$ cat config.mk
export PLATFORM = sky130hd
export DESIGN_NAME = ex_stage
export DESIGN_NICKNAME = d
export VERILOG_FILES = /design/src/common/rv_pkg.sv /design/src/execute/alu.sv /design/src/execute/alu_ctrl.sv /design/src/execute/ex_mux.sv /design/src/execute/fwd_unit.sv /design/src/ex_stage.sv
export VERILOG_INCLUDE_DIRS = /design/src /design/src/common
export SDC_FILE = /design/constraint.sdc
export NUM_CORES = 1
export LEC_CHECK = 0
export BUFFER_PORTS_ARGS = -buffer_cell sky130_fd_sc_hd__buf_4
export CAP_MARGIN = 10
export CORE_MARGIN = 5
export CORE_UTILIZATION = 54
export CTS_CLUSTER_DIAMETER = 30
export DETAILED_ROUTE_END_ITERATION = 8
export HOLD_SLACK_MARGIN = 0.15
export PLACE_DENSITY = 0.75
export SLEW_MARGIN = 20
export SYNTH_ARGS = -nofsm -noshare
export SYNTH_HDL_FRONTEND = slang
export SYNTH_SLANG_ARGS = --single-unit
$ cat constraint.sdc
create_clock -name clk -period 4.93 [get_ports clk]
set_clock_uncertainty 0.1 [all_clocks]
set_input_delay 0.493 -clock clk [delete_from_list [all_inputs] [get_ports clk]]
set_output_delay 0.493 -clock clk [all_outputs]
set_load 0.02 [all_outputs]
$ cat src/common/rv_defines.svh
`ifndef RV_DEFINES_SVH
`define RV_DEFINES_SVH

// datapath width
`define RV_XLEN 32

// register number for x0..x31
`define RV_REG_W 5

// major opcode field
`define RV_OPC_W 7

// funct fields
`define RV_F3_W 3
`define RV_F7_W 7

`endif

$ cat src/common/rv_pkg.sv
`include "rv_defines.svh"

package rv_pkg;

	typedef logic [`RV_XLEN-1:0]  data_t;
	typedef logic [`RV_REG_W-1:0] reg_idx_t;
	typedef logic [`RV_F3_W-1:0]  funct3_t;
	typedef logic [`RV_F7_W-1:0]  funct7_t;

	typedef enum logic [`RV_OPC_W-1:0] {
		R     = 7'b0110011,
		I     = 7'b0010011,
		B     = 7'b1100011,
		LUI   = 7'b0110111,
		AUIPC = 7'b0010111,
		JAL   = 7'b1101111,
		JALR  = 7'b1100111,
		LOAD  = 7'b0000011,
		STORE = 7'b0100011,
		MEM   = 7'b0001111, // fence
		SYS   = 7'b1110011
	} opcode_t;

	typedef struct packed {
		opcode_t  opcode;
		funct3_t  funct3;
		funct7_t  funct7;
		reg_idx_t rs1;
		reg_idx_t rs2;
		reg_idx_t rd;
	} instr_t;

	typedef enum logic [1:0] {
		RS_SEL          = 2'b00,
		MEM_MEM_FWD_SEL = 2'b01, // store data forwarding never produced
		EX_EX_FWD_SEL   = 2'b10,
		MEM_EX_FWD_SEL  = 2'b11
	} fwd_sel_t;

	typedef enum logic [3:0] {
		ADD, SUB, SLL, SLT,
		SLTU, XOR, SRL, SRA,
		OR, AND, BEQ, BNE,
		BLT, BGE, BLTU, BGEU
	} alu_op_t;

	localparam data_t NULL = '0;

endpackage

$ cat src/execute/alu.sv
`timescale 1ns/1ps
`include "rv_defines.svh"

module alu (
	input  rv_pkg::alu_op_t alu_op,
	input  rv_pkg::data_t   a,
	input  rv_pkg::data_t   b,
	output rv_pkg::data_t   result,
	output logic            branch_cond
);
	import rv_pkg::*;

	localparam int shamt_w = $clog2(`RV_XLEN);

	logic [shamt_w-1:0] shamt;
	logic lt_s, lt_u, eq;

	assign shamt = b[shamt_w-1:0];
	assign eq    = (a == b);
	assign lt_s  = ($signed(a) < $signed(b));
	assign lt_u  = (a < b);

	always_comb begin : alu_core
		result      = NULL;
		branch_cond = 1'b0;
		case (alu_op)
			ADD:  result = a + b;
			SUB:  result = a - b;
			SLL:  result = a << shamt;
			SLT:  result = data_t'(lt_s);
			SLTU: result = data_t'(lt_u);
			XOR:  result = a ^ b;
			SRL:  result = a >> shamt;
			SRA:  result = data_t'($signed(a) >>> shamt);
			OR:   result = a | b;
			AND:  result = a & b;
			// compares only raise the flag, result stays zero
			BEQ:  branch_cond = eq;
			BNE:  branch_cond = !eq;
			BLT:  branch_cond = lt_s;
			BGE:  branch_cond = !lt_s;
			BLTU: branch_cond = lt_u;
			BGEU: branch_cond = !lt_u;
			default: begin
				result      = NULL;
				branch_cond = 1'b0;
			end
		endcase
	end

endmodule

$ cat src/execute/alu_ctrl.sv
`timescale 1ns/1ps

module alu_ctrl (
	input  rv_pkg::instr_t  instr,
	output rv_pkg::alu_op_t alu_op,
	output logic            rd_we
);
	import rv_pkg::*;

	logic alt; // funct7[5] selects sub and sra
	logic writes;

	assign alt = instr.funct7[5];

	always_comb begin : op_dec
		alu_op = ADD;
		case (instr.opcode)
			R, I: begin
				case (instr.funct3)
					3'b000:  alu_op = (alt && instr.opcode == R) ? SUB : ADD;
					3'b001:  alu_op = SLL;
					3'b010:  alu_op = SLT;
					3'b011:  alu_op = SLTU;
					3'b100:  alu_op = XOR;
					3'b101:  alu_op = alt ? SRA : SRL;
					3'b110:  alu_op = OR;
					default: alu_op = AND;
				endcase
			end
			B: begin
				case (instr.funct3)
					3'b000:  alu_op = BEQ;
					3'b001:  alu_op = BNE;
					3'b100:  alu_op = BLT;
					3'b101:  alu_op = BGE;
					3'b110:  alu_op = BLTU;
					3'b111:  alu_op = BGEU;
					default: alu_op = ADD; // reserved encodings never branch
				endcase
			end
			default: alu_op = ADD;
		endcase
	end

	always_comb begin : we_dec
		case (instr.opcode)
			R, I, LUI, AUIPC, JAL, JALR, LOAD: writes = 1'b1;
			default:                           writes = 1'b0;
		endcase
	end

	assign rd_we = writes && (instr.rd != '0); // x0 is hardwired

endmodule

$ cat src/execute/ex_mux.sv
`timescale 1ns/1ps

module ex_mux (
	input  rv_pkg::instr_t   instr,
	input  rv_pkg::data_t    pc,
	input  rv_pkg::data_t    rs1,
	input  rv_pkg::data_t    rs2,
	input  rv_pkg::data_t    imm,
	input  rv_pkg::data_t    ex_ex_fwd_data,
	input  rv_pkg::data_t    mem_ex_fwd_data,

	input  rv_pkg::fwd_sel_t fwd_a,
	input  rv_pkg::fwd_sel_t fwd_b,

	output rv_pkg::data_t    a_out,
	output rv_pkg::data_t    b_out
);
	import rv_pkg::*;

	localparam logic [1:0] null_sel = 2'b00;
	localparam logic [1:0] reg_sel  = 2'b10;
	localparam logic [1:0] pc_sel   = 2'b11; // a side only
	localparam logic [1:0] imm_sel  = 2'b11; // b side only

	logic [1:0] a_sel, b_sel;
	data_t a_pre, b_pre;

	// operand source by opcode
	always_comb begin : src_sel
		a_sel = null_sel;
		b_sel = null_sel;
		case (instr.opcode)
			R, B: begin
				a_sel = reg_sel;
				b_sel = reg_sel;
			end
			I, LOAD, STORE: begin // rs1 + imm
				a_sel = reg_sel;
				b_sel = imm_sel;
			end
			LUI: begin // 0 + imm
				a_sel = null_sel;
				b_sel = imm_sel;
			end
			AUIPC, JAL, JALR: begin // jumps get imm = 4
				a_sel = pc_sel;
				b_sel = imm_sel;
			end
			default: begin // MEM, SYS
				a_sel = null_sel;
				b_sel = null_sel;
			end
		endcase
	end

	always_comb begin : a_src_mux
		case (a_sel)
			reg_sel: a_pre = rs1;
			pc_sel:  a_pre = pc;
			default: a_pre = NULL;
		endcase
	end

	always_comb begin : b_src_mux
		case (b_sel)
			reg_sel: b_pre = rs2;
			imm_sel: b_pre = imm;
			default: b_pre = NULL;
		endcase
	end

	always_comb begin : fwd_a_mux
		case (fwd_a)
			EX_EX_FWD_SEL:  a_out = ex_ex_fwd_data;
			MEM_EX_FWD_SEL: a_out = mem_ex_fwd_data;
			default:        a_out = a_pre; // RS_SEL, MEM_MEM_FWD_SEL
		endcase
	end

	always_comb begin : fwd_b_mux
		case (fwd_b)
			EX_EX_FWD_SEL:  b_out = ex_ex_fwd_data;
			MEM_EX_FWD_SEL: b_out = mem_ex_fwd_data;
			default:        b_out = b_pre;
		endcase
	end

endmodule

$ cat src/execute/fwd_unit.sv
`timescale 1ns/1ps

module fwd_unit (
	input  rv_pkg::instr_t   id_ex_instr,
	input  logic             ex_valid,
	input  logic             ex_we,
	input  rv_pkg::reg_idx_t ex_rd,
	input  logic             wb_we,
	input  rv_pkg::reg_idx_t wb_rd,
	output rv_pkg::fwd_sel_t fwd_a,
	output rv_pkg::fwd_sel_t fwd_b
);
	import rv_pkg::*;

	logic rs1_used, rs2_used;
	logic ex_hit_ok, wb_hit_ok;

	// must agree with the operand table in ex_mux
	always_comb begin : use_dec
		case (id_ex_instr.opcode)
			R, B: begin
				rs1_used = 1'b1;
				rs2_used = 1'b1;
			end
			I, LOAD, STORE: begin // b side is imm
				rs1_used = 1'b1;
				rs2_used = 1'b0;
			end
			default: begin
				rs1_used = 1'b0;
				rs2_used = 1'b0;
			end
		endcase
	end

	assign ex_hit_ok = ex_valid && ex_we && (ex_rd != '0);
	assign wb_hit_ok = wb_we && (wb_rd != '0);

	function automatic fwd_sel_t pick(input logic used, input reg_idx_t rs);
		fwd_sel_t sel;
		sel = RS_SEL;
		if (used && ex_hit_ok && ex_rd == rs)
			sel = EX_EX_FWD_SEL; // newest value wins
		else if (used && wb_hit_ok && wb_rd == rs)
			sel = MEM_EX_FWD_SEL;
		return sel;
	endfunction

	always_comb begin : fwd_sel
		fwd_a = pick(rs1_used, id_ex_instr.rs1);
		fwd_b = pick(rs2_used, id_ex_instr.rs2);
	end

endmodule

$ cat src/ex_stage.sv
`timescale 1ns/1ps

module ex_stage (
	input  logic             clk,
	input  logic             rst_n,
	input  logic             stall,

	input  logic             id_valid,
	input  rv_pkg::instr_t   id_instr,
	input  rv_pkg::data_t    id_pc,
	input  rv_pkg::data_t    id_rs1_data,
	input  rv_pkg::data_t    id_rs2_data,
	input  rv_pkg::data_t    id_imm,

	input  logic             wb_we,
	input  rv_pkg::reg_idx_t wb_rd,
	input  rv_pkg::data_t    wb_data,

	output logic             ex_valid,
	output rv_pkg::data_t    ex_result,
	output rv_pkg::reg_idx_t ex_rd,
	output logic             ex_we,
	output logic             ex_branch_taken
);
	import rv_pkg::*;

	// ID/EX register
	logic   id_ex_valid;
	instr_t id_ex_instr;
	data_t  id_ex_pc, id_ex_rs1, id_ex_rs2, id_ex_imm;

	fwd_sel_t fwd_a, fwd_b;
	data_t    alu_a, alu_b, alu_result;
	alu_op_t  alu_op;
	logic     rd_we, branch_cond;

	always_ff @(posedge clk or negedge rst_n) begin
		if (!rst_n) begin
			id_ex_valid <= 1'b0;
			id_ex_instr <= '0;
			id_ex_pc    <= NULL;
			id_ex_rs1   <= NULL;
			id_ex_rs2   <= NULL;
			id_ex_imm   <= NULL;
		end else if (!stall) begin
			id_ex_valid <= id_valid;
			id_ex_instr <= id_instr;
			id_ex_pc    <= id_pc;
			id_ex_rs1   <= id_rs1_data;
			id_ex_rs2   <= id_rs2_data;
			id_ex_imm   <= id_imm;
		end
	end

	fwd_unit fwd_i (
		.id_ex_instr(id_ex_instr),
		.ex_valid   (ex_valid),
		.ex_we      (ex_we),
		.ex_rd      (ex_rd),
		.wb_we      (wb_we),
		.wb_rd      (wb_rd),
		.fwd_a      (fwd_a),
		.fwd_b      (fwd_b)
	);

	ex_mux mux_i (
		.instr          (id_ex_instr),
		.pc             (id_ex_pc),
		.rs1            (id_ex_rs1),
		.rs2            (id_ex_rs2),
		.imm            (id_ex_imm),
		.ex_ex_fwd_data (ex_result),
		.mem_ex_fwd_data(wb_data),
		.fwd_a          (fwd_a),
		.fwd_b          (fwd_b),
		.a_out          (alu_a),
		.b_out          (alu_b)
	);

	alu_ctrl ctrl_i (
		.instr (id_ex_instr),
		.alu_op(alu_op),
		.rd_we (rd_we)
	);

	alu alu_i (
		.alu_op     (alu_op),
		.a          (alu_a),
		.b          (alu_b),
		.result     (alu_result),
		.branch_cond(branch_cond)
	);

	// EX/MEM register
	always_ff @(posedge clk or negedge rst_n) begin
		if (!rst_n) begin
			ex_valid        <= 1'b0;
			ex_result       <= NULL;
			ex_rd           <= '0;
			ex_we           <= 1'b0;
			ex_branch_taken <= 1'b0;
		end else if (!stall) begin
			ex_valid        <= id_ex_valid;
			ex_result       <= alu_result;
			ex_rd           <= id_ex_instr.rd;
			ex_we           <= id_ex_valid && rd_we; // bubbles never write
			ex_branch_taken <= id_ex_valid && branch_cond;
		end
	end

endmodule

==> results of run 1 <==
[kinds of logic after synthesis]
group / after synthesis / share of synthesized area
xor gates and xnor gates: 49 / 0.02289
muxes: 342 / 0.1977
buffers and inverters: 257 / 0.05754
AOI/OAI and AO/OA: 682 / 0.2462
adders and majority gates: 101 / 0.06822
and+or+nand+nor: 604 / 0.1471
DFF: 195 / 0.2603
[stage by stage]
step / TNS, ns / worst slack, ns / instances / utilization / hold WS (ns)
2_1_floorplan: -0.002743 / -0.002743 / 2230 / - / 0.09741
3_3_place_gp: -5.217 / -0.4975 / 3151 / 0.6825 / 0.3874
3_5_place_dp: -8.751 / -0.8063 / 3151 / 0.6825 / 0.3946
4_1_cts: -0.02344 / -0.01790 / 3270 / 0.7369 / 0.1500
[layer usage]
layer  GRT usage  GRT overflow
met2      0.8846             1
met5      0.3815             0
met3      0.6392             0
met4      0.7122             2
met1      0.7457             0
[Yosys cell counts (18+ instances only)]
cell type | n | area, sq um
a211oi_1 | 29 | 217.7
a21o_1 | 41 | 307.8
a21oi_1 | 142 | 710.7
a221oi_1 | 51 | 446.7
a22o_1 | 35 | 306.5
a22oi_1 | 24 | 180.2
a31oi_1 | 25 | 156.4
buf_2 | 35 | 175.2
clkbuf_1 | 108 | 405.4
dfrtp_1 | 195 | 4880
ha_1 | 99 | 1239
inv_1 | 87 | 326.6
mux2_2 | 166 | 1869
mux2i_1 | 170 | 1702
nand2_1 | 174 | 653.1
nand3_1 | 45 | 225.2
nor2_1 | 206 | 773.2
nor3_1 | 71 | 355.3
o211ai_1 | 22 | 165.2
o21ai_0 | 107 | 535.5
o21ai_1 | 33 | 165.2
o21bai_1 | 18 | 135.1
o221ai_1 | 19 | 166.4
o22ai_1 | 33 | 206.5
xnor2_1 | 33 | 289.0
[what timing repair did]
item | in CTS
gates cloned | 1
pin swaps | 41
buffers inserted | 22
endpoints found under the setup margin | 19
resized for setup | 92
hold buffers | 64
hold endpoints to repair | 187
==> flow_metrics.env, run 1 <==
export IMPL_clockRootBuffer="clkbuf_16"
export IMPL_rows=68
export IMPL_htreeDepth=4
export IMPL_syn_avg_cell_area_sq_um=8.406
export IMPL_place_congestion=1.102
export IMPL_die_x_microns=196.3
export IMPL_dpl_cell_area_sq_um=23460
export IMPL_haltStage="global routing (5_1_grt)"
export IMPL_worstEpCategory="sequential cell input"
export IMPL_port_buffers=235
export IMPL_status="stopped before the end"
export IMPL_worst_endpoint="ex_result[30]$_DFFE_PN0N_/D"
export IMPL_grt_max_degree=127
export IMPL_track_usage=0.7472
export IMPL_ys_seq_elements=195
export IMPL_synthFlopType="dfrtp_1"
export IMPL_synthDistinctLibCells=83
export IMPL_start_util=0.5454
export IMPL_synth_cells=2230
export IMPL_cts_max_path_buffers=2
export IMPL_io_pins=242
export IMPL_ys_seq_area_frac=0.2603
export IMPL_stop_error="[ERROR GRT-0232] Routing congestion too high. Check the congestion heatmap in the GUI."
export IMPL_die_h_microns=196.3
export IMPL_gr_total_overflow=3
export IMPL_synth_nets=2533
export IMPL_cts_buffers=17
export IMPL_cts_sinks=195
export IMPL_synthArstFlopShare=1.000
export IMPL_place_hpwl_microns=69340
export IMPL_yosysWarningCount=0
export IMPL_synth_edf_count=0
export IMPL_antenna_found_initial=10
export IMPL_synth_cell_area_sq_um=18750
==> inputs of run 2 (changes only) <==
- CORE_UTILIZATION: 54 -> 40
- CTS_CLUSTER_DIAMETER: 30 -> unset
- HOLD_SLACK_MARGIN: 0.15 -> unset
- PLACE_DENSITY: 0.75 -> unset
- PLACE_DENSITY_LB_ADDON: unset -> 0.15
- clock period: 4.93 -> 6.4 ns (I/O delays scaled with it)
==> run 2 against run 1 <==
Net effect:
- the run now ends clean
- synthesized cell count unchanged
- synthesized area unchanged
==> flow_metrics.env, run 2 <==
export IMPL_status="completed"
export IMPL_route_detailed_drc=0
export IMPL_die_h_microns=226.5
export IMPL_gr_total_overflow=0
export IMPL_synthFlopType="dfrtp_1"
export IMPL_die_area_sq_um=51290
export IMPL_rr_startpoint="id_ex_instr[29]"
export IMPL_drt_first_pass_iters=9
export IMPL_htreeDepth=4
export IMPL_pwr_density_cell_nw_per_um2=178.0
export IMPL_hold_viol_final=0
export IMPL_nets=2719
export IMPL_critical_path_class="reg2reg"
export IMPL_cp_arrival_ns=6.25
export IMPL_fin_crit_ns=5.976
export IMPL_synth_common_cells="nor2_1, dfrtp_1, nand2_1"
export IMPL_grt_max_degree=118
export IMPL_r2r_slack_ns=0.42
export IMPL_critPathMaxFanout=21
export IMPL_setup_viol=0
export IMPL_combPwrFrac=0.339
export IMPL_grt_pass1_wl_microns=122500
export IMPL_clkPwrFrac=0.281
export IMPL_cts_max_path_buffers=2
export IMPL_cts_hold_buf=0
export IMPL_grt_pass1_vias=18820
export IMPL_p_sw_uw=1486
export IMPL_worst_pin_slew_ns=1.185
export IMPL_critPathCaptureType="register"
export IMPL_relSlewSlack=0.1998
export IMPL_cap_violations=0
export IMPL_fmax_ghz=0.1673
export IMPL_syn_avg_cell_area_sq_um=8.406
export IMPL_syn_to_final_growth_pct=17.01
export IMPL_synth_cell_area_sq_um=18750
export IMPL_rows=79
export IMPL_wl_per_cell_microns=27.06
export IMPL_cp_buffers_inverters=4
export IMPL_rsz0062_at_grt="no"
export IMPL_synth_top_area_frac=0.2603
export IMPL_cts_buffers=17
export IMPL_place_congestion=1.037
export IMPL_vias_per_cell=6.425
export IMPL_p_int_uw=2419
export IMPL_worstPathCellList="buf_4 > nand3b_1 > a21oi_2 > buf_4 > buf_4 > a22o_1 > mux2i_1 > o21ai_1 > ha_1 > buf_4 > or3_1 > nand4b_1 > o221ai_1 > o21a_1 > o41ai_1 > a211oi_1 > o211a_1 > o21ai_0 > nor4b_1 > a21oi_1"
export IMPL_yosys_top_cells_area="dfrtp_1, mux2_2, mux2i_1, ha_1, nor2_1"
export IMPL_drtAntennaViolNets=0
export IMPL_crit_top_cell="buf_4"
export IMPL_cp_slowest_stage_delay_ns=0.52
export IMPL_cp_slowest_cell="o41ai_1"
export IMPL_p_leak_uw=0.009629
export IMPL_antenna_found_initial=2
export IMPL_cts_resized=0
export IMPL_critPathRequiredTime_ns=6.67
export IMPL_ys_seq_area_frac=0.2603
export IMPL_synth_top_area_cell="dfrtp_1"
export IMPL_wl_microns=82170
export IMPL_synth_nets=2533
export IMPL_worst_hold_slack_ns=0.1711
export IMPL_clock_latency_ns=0.49
export IMPL_hold_class="in2async"
export IMPL_post_cts_buffers=0
export IMPL_port_buffers=235
export IMPL_yosysMostFrequentCell="nor2_1"
export IMPL_critPathLaunchType="register"
export IMPL_io_pins=242
export IMPL_ys_seq_elements=195
export IMPL_swShare=0.3805
export IMPL_die_x_microns=226.5
export IMPL_drive_above_1_share=0.2368
export IMPL_vias=19510
export IMPL_rr_worst_depth=20
export IMPL_coreArea_sq_um=46460
export IMPL_synthDistinctLibCells=83
export IMPL_start_util=0.4035
export IMPL_r2r_end="ex_result[31]"
export IMPL_post_route_cell_area_sq_um=21930
export IMPL_track_usage=0.3145
export IMPL_cts_clk_slew_worst_paths_ns=0.10
export IMPL_clockRootBuffer="clkbuf_16"
export IMPL_cts_tree="built"
export IMPL_setup_tns_final_ns=0
export IMPL_dpl_cell_area_sq_um=21360
export IMPL_final_common_cell="buf_4"
export IMPL_final_cell_mix="buf_4, nor2_1, dfrtp_1"
export IMPL_power_frac_seq=0.380
export IMPL_ir_drop_mv=0.2498
export IMPL_synth_edf_count=0
export IMPL_cts_sinks=195
export IMPL_yosysWarningCount=0
export IMPL_drv_slew=0
export IMPL_synthArstFlopShare=1.000
export IMPL_synth_cells=2230
export IMPL_period_share=0.9337
export IMPL_place_hpwl_microns=62700
export IMPL_path_delay_family="compound AO/OA/AOI/OAI gates"
export IMPL_drtIter0Drc=2605
[run 2: cell counts after synthesis]
No cell type changed its count.
[run 2: worst register-to-register path: cells and delay by family (launching register included)]
kind	cells	cell delay (ns)
AOI/OAI and AO/OA	10	2.78
buffers and inverters	4	0.91
adders and majority gates	1	0.28
muxes	1	0.09
and+or+nand+nor	4	1.24
DFF	1	0.48
[run 2: power by group through the flow]
stage / registers, uW / clock network, uW / logic, uW
after global routing: 1500 / 1170 / 1410
after CTS: 1480 / 1120 / 1290
after detailed placement: 1500 / 0 / 1290
after floorplan: 1480 / 0 / 778
after global placement: 1500 / 0 / 1280
final: 1480 / 1100 / 1320
[run 2: layout make-up]
cell class                 instances  area [sq um]
inverter                          90         340.3
tap                              607         759.5
clock buffer                      17         425.4
timing repair buffer             334          2545
clock inverter                    14         138.9
fill                            4617         24520
multi-input combinational       1778         12840
sequential                       195          4880
antenna                            2         5.005
[run 2: cells by family (layout without fill, tap and decap cells)]
logic type	Yosys count	after routing	synth area share
DFF	195	195	0.2603
and+or+nand+nor	604	604	0.1471
AOI/OAI and AO/OA	682	682	0.2462
xor gates and xnor gates	49	49	0.02289
buffers and inverters	257	455	0.05754
muxes	342	342	0.1977
adders and majority gates	101	101	0.06822
other	0	2	0
[run 2: metal layers]
metal	up-vias	global-route usage	routed length (microns)
met5	-	0	7
met4	2	0.1469	4284
met3	230	0.08131	8839
met2	1138	0.4502	34050
met1	9476	0.4434	34990
li1	8667	-	-
[run 2: per-stage QoR]
| stage | instances | util | setup WS (ns) | power [uW] |
|---|---|---|---|---|
| finish | 3037 | 0.4721 | 0.4243 | 3905 |
| global route | 3035 | 0.4720 | 0.06717 | 4079 |
| CTS | 3035 | 0.4720 | 0.5941 | 3897 |
| detailed placement | 3004 | 0.4599 | 0.4530 | 2792 |
| global placement | 3004 | 0.4599 | 0.4427 | 2776 |
| floorplan | 2230 | - | 0.8717 | 2255 |
[run 2: worst max-delay path by stage]
stage	start	endpoint	slack [ns]	depth (start not counted)
after floorplan	wb_rd[0]	ex_result[30]	0.87	22
after global placement	wb_rd[0]	ex_result[30]	0.44	20
after detailed placement	wb_rd[0]	ex_result[0]	0.45	21
after CTS	id_ex_instr[29]	ex_result[31]	0.59	20
after global routing	id_ex_instr[29]	ex_result[31]	0.07	20
final	id_ex_instr[29]	ex_result[31]	0.42	20
(Power assumes the default switching activity.)
